[src/mult_cfg.svh]
// Word width and half-word split of the multiply unit
// Operand halves carry one extra bit for the sign, so they are MULT_HALF+1 wide

`ifndef MULT_CFG_SVH
`define MULT_CFG_SVH

// Operand and result width
`define MULT_XLEN 32

// Split point between low and high operand halves
`define MULT_HALF 16

`endif

[src/mult_isa_pkg.sv]
// Instruction level types of the multiply unit
// Opcode selecting low or high product, and the operand sign mode

package mult_isa_pkg;

  // Which half of the 64-bit product is returned
  typedef enum logic {
    MUL_M32 = 1'b0,  // Low word, single cycle
    MUL_H   = 1'b1   // High word, four step schedule
  } mul_opcode_e;

  // Bit 0 marks operand A signed, bit 1 marks operand B signed
  typedef enum logic [1:0] {
    SIGN_UU = 2'b00,  // MULHU
    SIGN_SU = 2'b01,  // MULHSU
    SIGN_SS = 2'b11   // MULH
  } sign_mode_e;

endpackage

[src/mult_dp_pkg.sv]
// Datapath types of the multiply unit
// Step state of the high product schedule and partial product widths

`include "mult_cfg.svh"

package mult_dp_pkg;

  // Four steps of the 17x17 shift and add schedule
  typedef enum logic [1:0] {
    MUL_ALBL = 2'b00,  // al * bl, also idle
    MUL_ALBH = 2'b01,  // al * bh
    MUL_AHBL = 2'b10,  // ah * bl
    MUL_AHBH = 2'b11   // ah * bh, result step
  } mul_state_e;

  // Signed 17x17 product
  localparam int PP_W  = 2 * (`MULT_HALF + 1);

  // Running sum between steps, one bit below the product width
  localparam int ACC_W = PP_W - 1;

endpackage

[src/mult_step_if.sv]
// Per-step control bundle from the multiply sequencer to the datapath
// State plus accumulator clear, load, freeze and final step select

`timescale 1ns/10ps

interface mult_step_if;

  mult_dp_pkg::mul_state_e state;       // Current schedule step
  logic                    acc_clr;     // Zero the accumulator next edge
  logic                    acc_en;      // Load the next partial sum
  logic                    hold;        // Freeze accumulator on halt or stall
  logic                    final_step;  // Last step selects the sum as result

  // Sequencer side drives every control
  modport seq (
    output state,
    output acc_clr,
    output acc_en,
    output hold,
    output final_step
  );

  // Datapath side only listens
  modport dp (
    input  state,
    input  acc_clr,
    input  acc_en,
    input  hold,
    input  final_step
  );

endinterface

[src/mult_seq.sv]
// Step sequencer of the multiply unit
// High product state machine, valid/ready handshake, halt and kill

`timescale 1ns/10ps

module mult_seq (
  input  logic                      clk,
  input  logic                      rst_i,
  input  logic                      valid_i,     // Request from EX
  input  mult_isa_pkg::mul_opcode_e operator_i,
  input  logic                      ready_i,     // Consumer can take result
  input  logic                      halt_i,      // Pipeline stall
  input  logic                      kill_i,      // Pipeline flush
  output logic                      ready_o,     // Request may leave
  output logic                      valid_o,     // Result qualified
  mult_step_if.seq                  step
);

  mult_dp_pkg::mul_state_e state_q;
  mult_dp_pkg::mul_state_e state_d;
  logic                    is_mulh;   // High product request present

  assign is_mulh = valid_i && (operator_i == mult_isa_pkg::MUL_H);

  ////////////////////////////////////////////////////////////////////////////
  // State register
  ////////////////////////////////////////////////////////////////////////////

  always_ff @(posedge clk) begin
    if (rst_i) begin
      state_q <= mult_dp_pkg::MUL_ALBL;
    end else begin
      state_q <= state_d;
    end
  end

  assign step.state      = state_q;
  assign step.final_step = (state_q == mult_dp_pkg::MUL_AHBH);

  ////////////////////////////////////////////////////////////////////////////
  // Next state, handshake and accumulator control
  ////////////////////////////////////////////////////////////////////////////

  always_comb begin
    state_d      = state_q;
    valid_o      = 1'b0;
    ready_o      = 1'b0;
    step.acc_en  = 1'b0;
    step.acc_clr = 1'b0;
    step.hold    = 1'b0;

    if (kill_i) begin
      // Flush wins over everything, drop back to idle
      state_d      = mult_dp_pkg::MUL_ALBL;
      step.acc_clr = 1'b1;
      ready_o      = 1'b1;
    end else if (halt_i) begin
      step.hold = 1'b1;  // Freeze, resume in same step later
    end else begin
      case (state_q)
        mult_dp_pkg::MUL_ALBL: begin
          if (!valid_i) begin
            ready_o = 1'b1;       // Idle
          end else if (!is_mulh) begin
            valid_o = 1'b1;       // MUL done in this cycle
            ready_o = ready_i;
          end else begin
            step.acc_en = 1'b1;   // Store al*bl >> 16
            state_d     = mult_dp_pkg::MUL_ALBH;
          end
        end
        mult_dp_pkg::MUL_ALBH: begin
          if (is_mulh) begin
            step.acc_en = 1'b1;
            state_d     = mult_dp_pkg::MUL_AHBL;
          end
        end
        mult_dp_pkg::MUL_AHBL: begin
          if (is_mulh) begin
            step.acc_en = 1'b1;   // Sum shifted down for the top step
            state_d     = mult_dp_pkg::MUL_AHBH;
          end
        end
        default: begin
          // MUL_AHBH, result waits here for the consumer
          valid_o = valid_i;
          ready_o = ready_i;
          if (valid_i && ready_i) begin
            state_d      = mult_dp_pkg::MUL_ALBL;
            step.acc_clr = 1'b1;
          end else begin
            step.hold = 1'b1;     // Back-pressure
          end
        end
      endcase
    end
  end

  ////////////////////////////////////////////////////////////////////////////
  // Handshake checks
  ////////////////////////////////////////////////////////////////////////////

  // Requester may not swap the opcode of a stalled request
  a_operator_stable : assert property (@(posedge clk) disable iff (rst_i)
    (valid_i && !ready_o) ##1 valid_i |-> $stable(operator_i))
    else $error("mult_seq: operator changed while request stalled");

  a_valid_qualified : assert property (@(posedge clk) disable iff (rst_i)
    valid_o |-> valid_i)
    else $error("mult_seq: valid_o without valid_i");

  // Consumed result must free the input side in the same cycle
  a_ready_on_accept : assert property (@(posedge clk) disable iff (rst_i)
    (valid_o && ready_i) |-> ready_o)
    else $error("mult_seq: result taken but ready_o low");

  a_kill_to_idle : assert property (@(posedge clk) disable iff (rst_i)
    kill_i |=> (state_q == mult_dp_pkg::MUL_ALBL))
    else $error("mult_seq: kill did not return to MUL_ALBL");

endmodule

[src/mult_datapath.sv]
// Multiply datapath with operand halving and the 17x17 signed multiplier
// Accumulator for the high product schedule and the single cycle low product

`timescale 1ns/10ps
`include "mult_cfg.svh"

module mult_datapath (
  input  logic                      clk,
  input  logic                      rst_i,
  input  logic [`MULT_XLEN-1:0]     op_a_i,
  input  logic [`MULT_XLEN-1:0]     op_b_i,
  input  mult_isa_pkg::mul_opcode_e operator_i,
  input  mult_isa_pkg::sign_mode_e  signed_mode_i,
  mult_step_if.dp                   step,
  output logic [`MULT_XLEN-1:0]     result_o
);

  localparam int XLEN  = `MULT_XLEN;
  localparam int HALF  = `MULT_HALF;
  localparam int HW    = HALF + 1;              // Partial operand width
  localparam int PP_W  = mult_dp_pkg::PP_W;
  localparam int ACC_W = mult_dp_pkg::ACC_W;

  logic             sign_a;      // A high half is negative
  logic             sign_b;
  logic [HW-1:0]    al, bl, ah, bh;
  logic [HW-1:0]    mul_a, mul_b;
  logic [PP_W-1:0]  int_result;  // Current partial product
  logic [PP_W-1:0]  step_sum;    // Partial product plus running sum
  logic [PP_W-1:0]  ll_shift;
  logic [PP_W-1:0]  hl_shift;
  logic [ACC_W-1:0] mulh_acc;
  logic [ACC_W-1:0] acc_next;
  logic [XLEN-1:0]  mul_low;

  ////////////////////////////////////////////////////////////////////////////
  // Operand halves
  ////////////////////////////////////////////////////////////////////////////

  assign sign_a = signed_mode_i[0] & op_a_i[XLEN-1];
  assign sign_b = signed_mode_i[1] & op_b_i[XLEN-1];

  assign al = {1'b0, op_a_i[HALF-1:0]};       // Low halves never signed
  assign bl = {1'b0, op_b_i[HALF-1:0]};
  assign ah = {sign_a, op_a_i[XLEN-1:HALF]};
  assign bh = {sign_b, op_b_i[XLEN-1:HALF]};

  // Pair for this step
  always_comb begin
    case (step.state)
      mult_dp_pkg::MUL_ALBL: begin
        mul_a = al;
        mul_b = bl;
      end
      mult_dp_pkg::MUL_ALBH: begin
        mul_a = al;
        mul_b = bh;
      end
      mult_dp_pkg::MUL_AHBL: begin
        mul_a = ah;
        mul_b = bl;
      end
      default: begin
        mul_a = ah;
        mul_b = bh;
      end
    endcase
  end

  assign int_result = $signed(mul_a) * $signed(mul_b);
  assign step_sum   = $signed(int_result) + $signed({mulh_acc[ACC_W-1], mulh_acc});

  ////////////////////////////////////////////////////////////////////////////
  // Accumulator
  ////////////////////////////////////////////////////////////////////////////

  assign ll_shift = int_result >> HALF;           // al*bl is never negative
  assign hl_shift = $signed(step_sum) >>> HALF;   // Keep sign for top step

  always_comb begin
    case (step.state)
      mult_dp_pkg::MUL_ALBL: acc_next = ll_shift[ACC_W-1:0];
      mult_dp_pkg::MUL_ALBH: acc_next = step_sum[ACC_W-1:0];
      mult_dp_pkg::MUL_AHBL: acc_next = hl_shift[ACC_W-1:0];
      default:               acc_next = mulh_acc;
    endcase
  end

  always_ff @(posedge clk) begin
    if (rst_i || step.acc_clr) begin
      mulh_acc <= '0;
    end else if (step.acc_en && !step.hold) begin
      mulh_acc <= acc_next;
    end
  end

  ////////////////////////////////////////////////////////////////////////////
  // Result select
  ////////////////////////////////////////////////////////////////////////////

  assign mul_low = op_a_i * op_b_i;  // Low word same for any sign mode

  always_comb begin
    if (operator_i == mult_isa_pkg::MUL_M32) begin
      result_o = mul_low;
    end else if (step.final_step) begin
      result_o = step_sum[XLEN-1:0];   // ah*bh plus carried sum
    end else begin
      result_o = '0;
    end
  end

  ////////////////////////////////////////////////////////////////////////////
  // Step checks
  ////////////////////////////////////////////////////////////////////////////

  logic [2*XLEN-1:0] ref_prod;   // Full product from extended operands
  logic [XLEN-1:0]   ref_word;
  logic [PP_W-1:0]   a_lo_x, a_hi_x, b_lo_x, b_hi_x;
  logic [PP_W-1:0]   exp_pp;

  assign ref_prod = {{XLEN{sign_a}}, op_a_i} * {{XLEN{sign_b}}, op_b_i};
  assign ref_word = (operator_i == mult_isa_pkg::MUL_M32) ? ref_prod[XLEN-1:0]
                                                          : ref_prod[2*XLEN-1:XLEN];

  // Field products modulo 2**PP_W, independent of the 17-bit path
  assign a_lo_x = {{(PP_W-HALF){1'b0}}, op_a_i[HALF-1:0]};
  assign b_lo_x = {{(PP_W-HALF){1'b0}}, op_b_i[HALF-1:0]};
  assign a_hi_x = {{(PP_W-HALF){sign_a}}, op_a_i[XLEN-1:HALF]};
  assign b_hi_x = {{(PP_W-HALF){sign_b}}, op_b_i[XLEN-1:HALF]};

  always_comb begin
    case (step.state)
      mult_dp_pkg::MUL_ALBL: exp_pp = a_lo_x * b_lo_x;
      mult_dp_pkg::MUL_ALBH: exp_pp = a_lo_x * b_hi_x;
      mult_dp_pkg::MUL_AHBL: exp_pp = a_hi_x * b_lo_x;
      default:               exp_pp = a_hi_x * b_hi_x;
    endcase
  end

  // Low word for MUL, and the full four step sum for the high forms
  a_result_model : assert property (@(posedge clk) disable iff (rst_i)
    ((operator_i == mult_isa_pkg::MUL_M32) || step.final_step) |-> (result_o == ref_word))
    else $error("mult_datapath: result differs from 64-bit product");

  a_acc_zero_idle : assert property (@(posedge clk) disable iff (rst_i)
    (step.state == mult_dp_pkg::MUL_ALBL) |-> (mulh_acc == '0))
    else $error("mult_datapath: accumulator not zero at schedule start");

  a_step_product : assert property (@(posedge clk) disable iff (rst_i)
    ((operator_i == mult_isa_pkg::MUL_H) && (step.acc_en || step.final_step))
    |-> (int_result == exp_pp))
    else $error("mult_datapath: wrong partial product for step");

  // Consecutive busy steps belong to one request
  a_operands_stable : assert property (@(posedge clk) disable iff (rst_i)
    (step.state != mult_dp_pkg::MUL_ALBL) ##1 (step.state != mult_dp_pkg::MUL_ALBL)
    |-> ($stable(op_a_i) && $stable(op_b_i) && $stable(signed_mode_i)))
    else $error("mult_datapath: operands changed during high product");

  a_result_stable : assert property (@(posedge clk) disable iff (rst_i)
    (step.final_step && step.hold) ##1 step.final_step |-> $stable(result_o))
    else $error("mult_datapath: result moved under back-pressure");

endmodule

[src/mult_top.sv]
// Multiply unit top level
// Sequencer and datapath joined by the step interface, plain ports outside

`timescale 1ns/10ps
`include "mult_cfg.svh"

module mult_top (
  input  logic                      clk,
  input  logic                      rst_i,
  // Request side
  input  logic                      valid_i,
  output logic                      ready_o,
  input  logic [`MULT_XLEN-1:0]     op_a_i,
  input  logic [`MULT_XLEN-1:0]     op_b_i,
  input  mult_isa_pkg::mul_opcode_e operator_i,
  input  mult_isa_pkg::sign_mode_e  signed_mode_i,
  // Pipeline controller
  input  logic                      halt_i,
  input  logic                      kill_i,
  // Result side
  output logic                      valid_o,
  input  logic                      ready_i,
  output logic [`MULT_XLEN-1:0]     result_o
);

  mult_step_if step_if ();   // Per-step control

  // Schedule and handshake
  mult_seq u_seq (
    .clk        (clk),
    .rst_i      (rst_i),
    .valid_i    (valid_i),
    .operator_i (operator_i),
    .ready_i    (ready_i),
    .halt_i     (halt_i),
    .kill_i     (kill_i),
    .ready_o    (ready_o),
    .valid_o    (valid_o),
    .step       (step_if.seq)
  );

  // Halves, multiplier and accumulator
  mult_datapath u_dp (
    .clk           (clk),
    .rst_i         (rst_i),
    .op_a_i        (op_a_i),
    .op_b_i        (op_b_i),
    .operator_i    (operator_i),
    .signed_mode_i (signed_mode_i),
    .step          (step_if.dp),
    .result_o      (result_o)
  );

endmodule

[config.mk]
export PLATFORM = sky130hd
export DESIGN_NAME = mult_top
export DESIGN_NICKNAME = d
export VERILOG_FILES = /design/src/mult_isa_pkg.sv /design/src/mult_dp_pkg.sv /design/src/mult_step_if.sv /design/src/mult_seq.sv /design/src/mult_datapath.sv /design/src/mult_top.sv
export VERILOG_INCLUDE_DIRS = /design/src
export SDC_FILE = /design/constraint.sdc
export NUM_CORES = 2
export LEC_CHECK = 0
export BUFFER_PORTS_ARGS = -buffer_cell sky130_fd_sc_hd__clkbuf_2
export CAP_MARGIN = 40
export CORE_ASPECT_RATIO = 0.5
export CORE_MARGIN = 2
export CORE_UTILIZATION = 60
export DETAILED_ROUTE_END_ITERATION = 7
export GPL_ROUTABILITY_DRIVEN = 0
export PLACE_DENSITY = 0.77
export SYNTH_ARGS = -nofsm -noshare
export SYNTH_HDL_FRONTEND = slang
export SYNTH_SLANG_ARGS = --single-unit
[constraint.sdc]
create_clock -name clk -period 13.26 [get_ports clk]
set_input_delay 0.663 -clock clk [delete_from_list [all_inputs] [get_ports clk]]
set_output_delay 0.663 -clock clk [all_outputs]
set_load 0.005 [all_outputs]
==> flow_metrics.env <==
export IMPL_cts_hold_buffers_added=0
export IMPL_synth_warnings=0
export IMPL_min_path_type="reg -> reg"
export IMPL_die_height_um=163.7
export IMPL_worst_slew_pin_transition_ps=984.9
export IMPL_routed_vias_inst=5.838
export IMPL_synth_top_family_by_area="adder cells"
export IMPL_die_width_um=323.4
export IMPL_maxClockFrequency_mhz=92.15
export IMPL_detail_route_iter0_violations=2363
export IMPL_share_of_synthesized_area_occupied_by_flip_flops_and_latches_pct=2.290
export IMPL_grt_remaining_overflow=0
export IMPL_critical_path_peak_fanout=29
export IMPL_sum_neg_setup_slack_ps=0
export IMPL_synth_top_area_share_pct=46.12
export IMPL_cts_num_sinks=35
export IMPL_layout_nets=4645
export IMPL_postRouteAntennaNets=0
export IMPL_nFillCells=4129
export IMPL_clkSlewWorstSetupHoldPaths_ps=60
export IMPL_hold_path_end="u_dp.mulh_acc[4]"
export IMPL_worstSetupPathType="reg -> out"
export IMPL_muxShareOfSynthArea_pct=2.236
export IMPL_finalCriticalPeriod_ps=10850
export IMPL_wire_length_of_the_first_global_routing_pass_um=136500
export IMPL_syn2layout_area_growth_pct=4.510
export IMPL_postLayoutSetupSlackWorst_ps=2408
export IMPL_mappedNetlistNets=4641
export IMPL_synth_cells=3616
export IMPL_h_tree_depth=2
export IMPL_asr_flop_ratio_synth_pct=0
export IMPL_synth_most_common_cell="sky130_fd_sc_hd__inv_1"
export IMPL_number_of_buffers_added_for_setup_after_cts=0
export IMPL_critical_path_slowest_cell="sky130_fd_sc_hd__mux2i_1"
export IMPL_syn_cell_area_um2=30600
export IMPL_clkLatencyLatePin_ps=280
export IMPL_topRoutingLayerUsed="met5"
export IMPL_synth_fa_ha_area_share_pct=56.22
export IMPL_worst_endpoint_required_ps=12600
export IMPL_std_cell_rows=58
export IMPL_grt_max_degree=48
export IMPL_worst_endpoint_arrival_ps=10190
export IMPL_cts_buffers_inserted=5
export IMPL_synth_area_per_cell_um2=8.463
export IMPL_cts_root_to_sink_buffers=2
export IMPL_met3_wirelength_um=9696
export IMPL_netlist_top_cells_area="sky130_fd_sc_hd__fa_1 (46%), sky130_fd_sc_hd__inv_1 (10%), sky130_fd_sc_hd__ha_1 (10%)"
export IMPL_buffer_ports_inserted=106
export IMPL_first_global_vias=25880
export IMPL_cts_root_buffer_cell="sky130_fd_sc_hd__clkbuf_16"
export IMPL_kind_of_start_point_of_the_critical_path="register"
export IMPL_dp_hpwl_um=69950
export IMPL_fin_skew_ps=7.451
export IMPL_wl_met1_um=32230
export IMPL_holdCritStartpoint="u_dp.mulh_acc[4]"
export IMPL_cts_tree="built"
export IMPL_synthFlopType="sky130_fd_sc_hd__dfxtp_1"
export IMPL_r2r_start="u_seq.step.state[1]"
export IMPL_synth_simple_gate_area_share_pct=15.52
export IMPL_initial_utilization_pct=60.85
export IMPL_synth_largest_area_cell="sky130_fd_sc_hd__fa_1"
export IMPL_detailedRoute_firstPassIterationCount=6
export IMPL_grt_antenna_before_repair=5
export IMPL_final_hold_viol_count=0
export IMPL_yosys_register_bits=35
export IMPL_drt_drc_violations_left=0
export IMPL_post_route_cells_drive_above_1_share_pct=5.965
export IMPL_timing_critical_path_slowest_cell_delay_ps=690
export IMPL_ports_placed_on_the_boundary=107
export IMPL_yosys_top_cells_count="sky130_fd_sc_hd__inv_1 (851), sky130_fd_sc_hd__fa_1 (705), sky130_fd_sc_hd__nand2_1 (569)"
export IMPL_detail_route_wirelength_um=85720
export IMPL_timing_max_slew_rel_slack_pct=32.46
export IMPL_regToRegEndpoint="u_dp.mulh_acc[22]"
export IMPL_post_synth_xor_area_fraction_pct=4.150
export IMPL_hold_ws_ps=473.7
export IMPL_path_depth_of_the_worst_reg2reg_path=36
export IMPL_grt_setup_unrepaired="false"
export IMPL_dieArea_um2=52930
export IMPL_rrSetupSlack_ps=2950
export IMPL_netlist_cell_types=75
export IMPL_whs_path_depth=2
export IMPL_wl_per_cell_um=19.88
export IMPL_synth_edff_count=0
export IMPL_met2WireLength_um=39500
export IMPL_dp_worst_setup_slack_ps=2757
export IMPL_cts_resized_gates=0
export IMPL_via_count_of_the_routed_design=25170
export IMPL_groute_usage_overall_pct=33.18
export IMPL_final_max_slew_violation_count=0
export IMPL_synth_compound_area_share_pct=7.176
export IMPL_outcome="finished clean"
export IMPL_setup_violations=0
export IMPL_core_um2=50290
export IMPL_final_period_utilization_pct=81.84
export IMPL_max_cap_violations=0
export IMPL_cp_end_kind="output pin"
-- flip-flops by register name, indices dropped and copies added, names as in the netlist --
name	count
u_seq.step.state	2
u_dp.mulh_acc	33
-- how the worst max path moves through the flow --
stage,start,endpoint,slack (ps),depth (start not counted)
after floorplan,u_seq.step.state[0],result_o[30],2620,37
after detailed placement,u_seq.step.state[1],result_o[30],2760,35
after CTS,u_seq.step.state[1],result_o[30],2380,35
after global placement,u_seq.step.state[1],result_o[30],2580,34
after global routing,u_seq.step.state[1],result_o[30],1840,35
final,u_seq.step.state[1],result_o[30],2410,35
-- placed cells by master, fill, tap and decap left out, types with 44 or more instances in the layout --
cell type                    n
sky130_fd_sc_hd__clkbuf_2  106
sky130_fd_sc_hd__xor2_1     44
sky130_fd_sc_hd__buf_4      45
sky130_fd_sc_hd__nor2_1    233
sky130_fd_sc_hd__nand2_1   569
sky130_fd_sc_hd__o21ai_0    59
sky130_fd_sc_hd__a21oi_1    80
sky130_fd_sc_hd__and2_1    135
sky130_fd_sc_hd__xnor2_1   101
sky130_fd_sc_hd__inv_1     851
sky130_fd_sc_hd__fa_1      705
sky130_fd_sc_hd__ha_1      247
-- area by class of cell --
class	count	area [um2]	share of cell area (%)
multi-input cells	2572	26130	81.69
repair buffers	154	923.4	2.887
clock buffers	5	125.1	0.3912
clock inverters	3	43.79	0.1369
inverters	852	3198	10.00
diodes	1	2.502	0.007824
well taps	690	863.3	2.699
flip-flops and latches	35	700.7	2.191
-- routing by layer --
layer,track usage (%),up-vias
met5,0,-
met4,14.19,4
met3,7.596,363
met2,53.01,1495
met1,43.85,12500
li1,-,10810
-- kinds of logic after synthesis --
| kind of cell | after synthesis |
|---|---|
| DFF | 35 |
| buffers and inverters | 1009 |
| and+or+nand+nor | 1087 |
| AOI/OAI and AO/OA | 323 |
| muxes | 65 |
| xor gates and xnor gates | 145 |
| adders and majority gates | 952 |
-- metrics by stage --
stage,utilization (%),std cells,cell area (um2)
final,63.59,4312,31980
after CTS,63.56,4309,31960
after floorplan,-,3616,30600
after global placement,62.98,4289,31670
after global routing,63.59,4311,31980
after detailed placement,63.22,4301,31800
-- critical path: cells and delay by family, from the launching register on --
kind | cells | cell delay [ps]
AOI/OAI and AO/OA | 11 | 2970
xor gates and xnor gates | 1 | 200
adders and majority gates | 9 | 4020
DFF | 1 | 400
buffers and inverters | 8 | 800
muxes | 1 | 690
and+or+nand+nor | 5 | 820
Power is not shown: default switching activity piles up to over one toggle a cycle in this logic, so the estimate is an artifact.
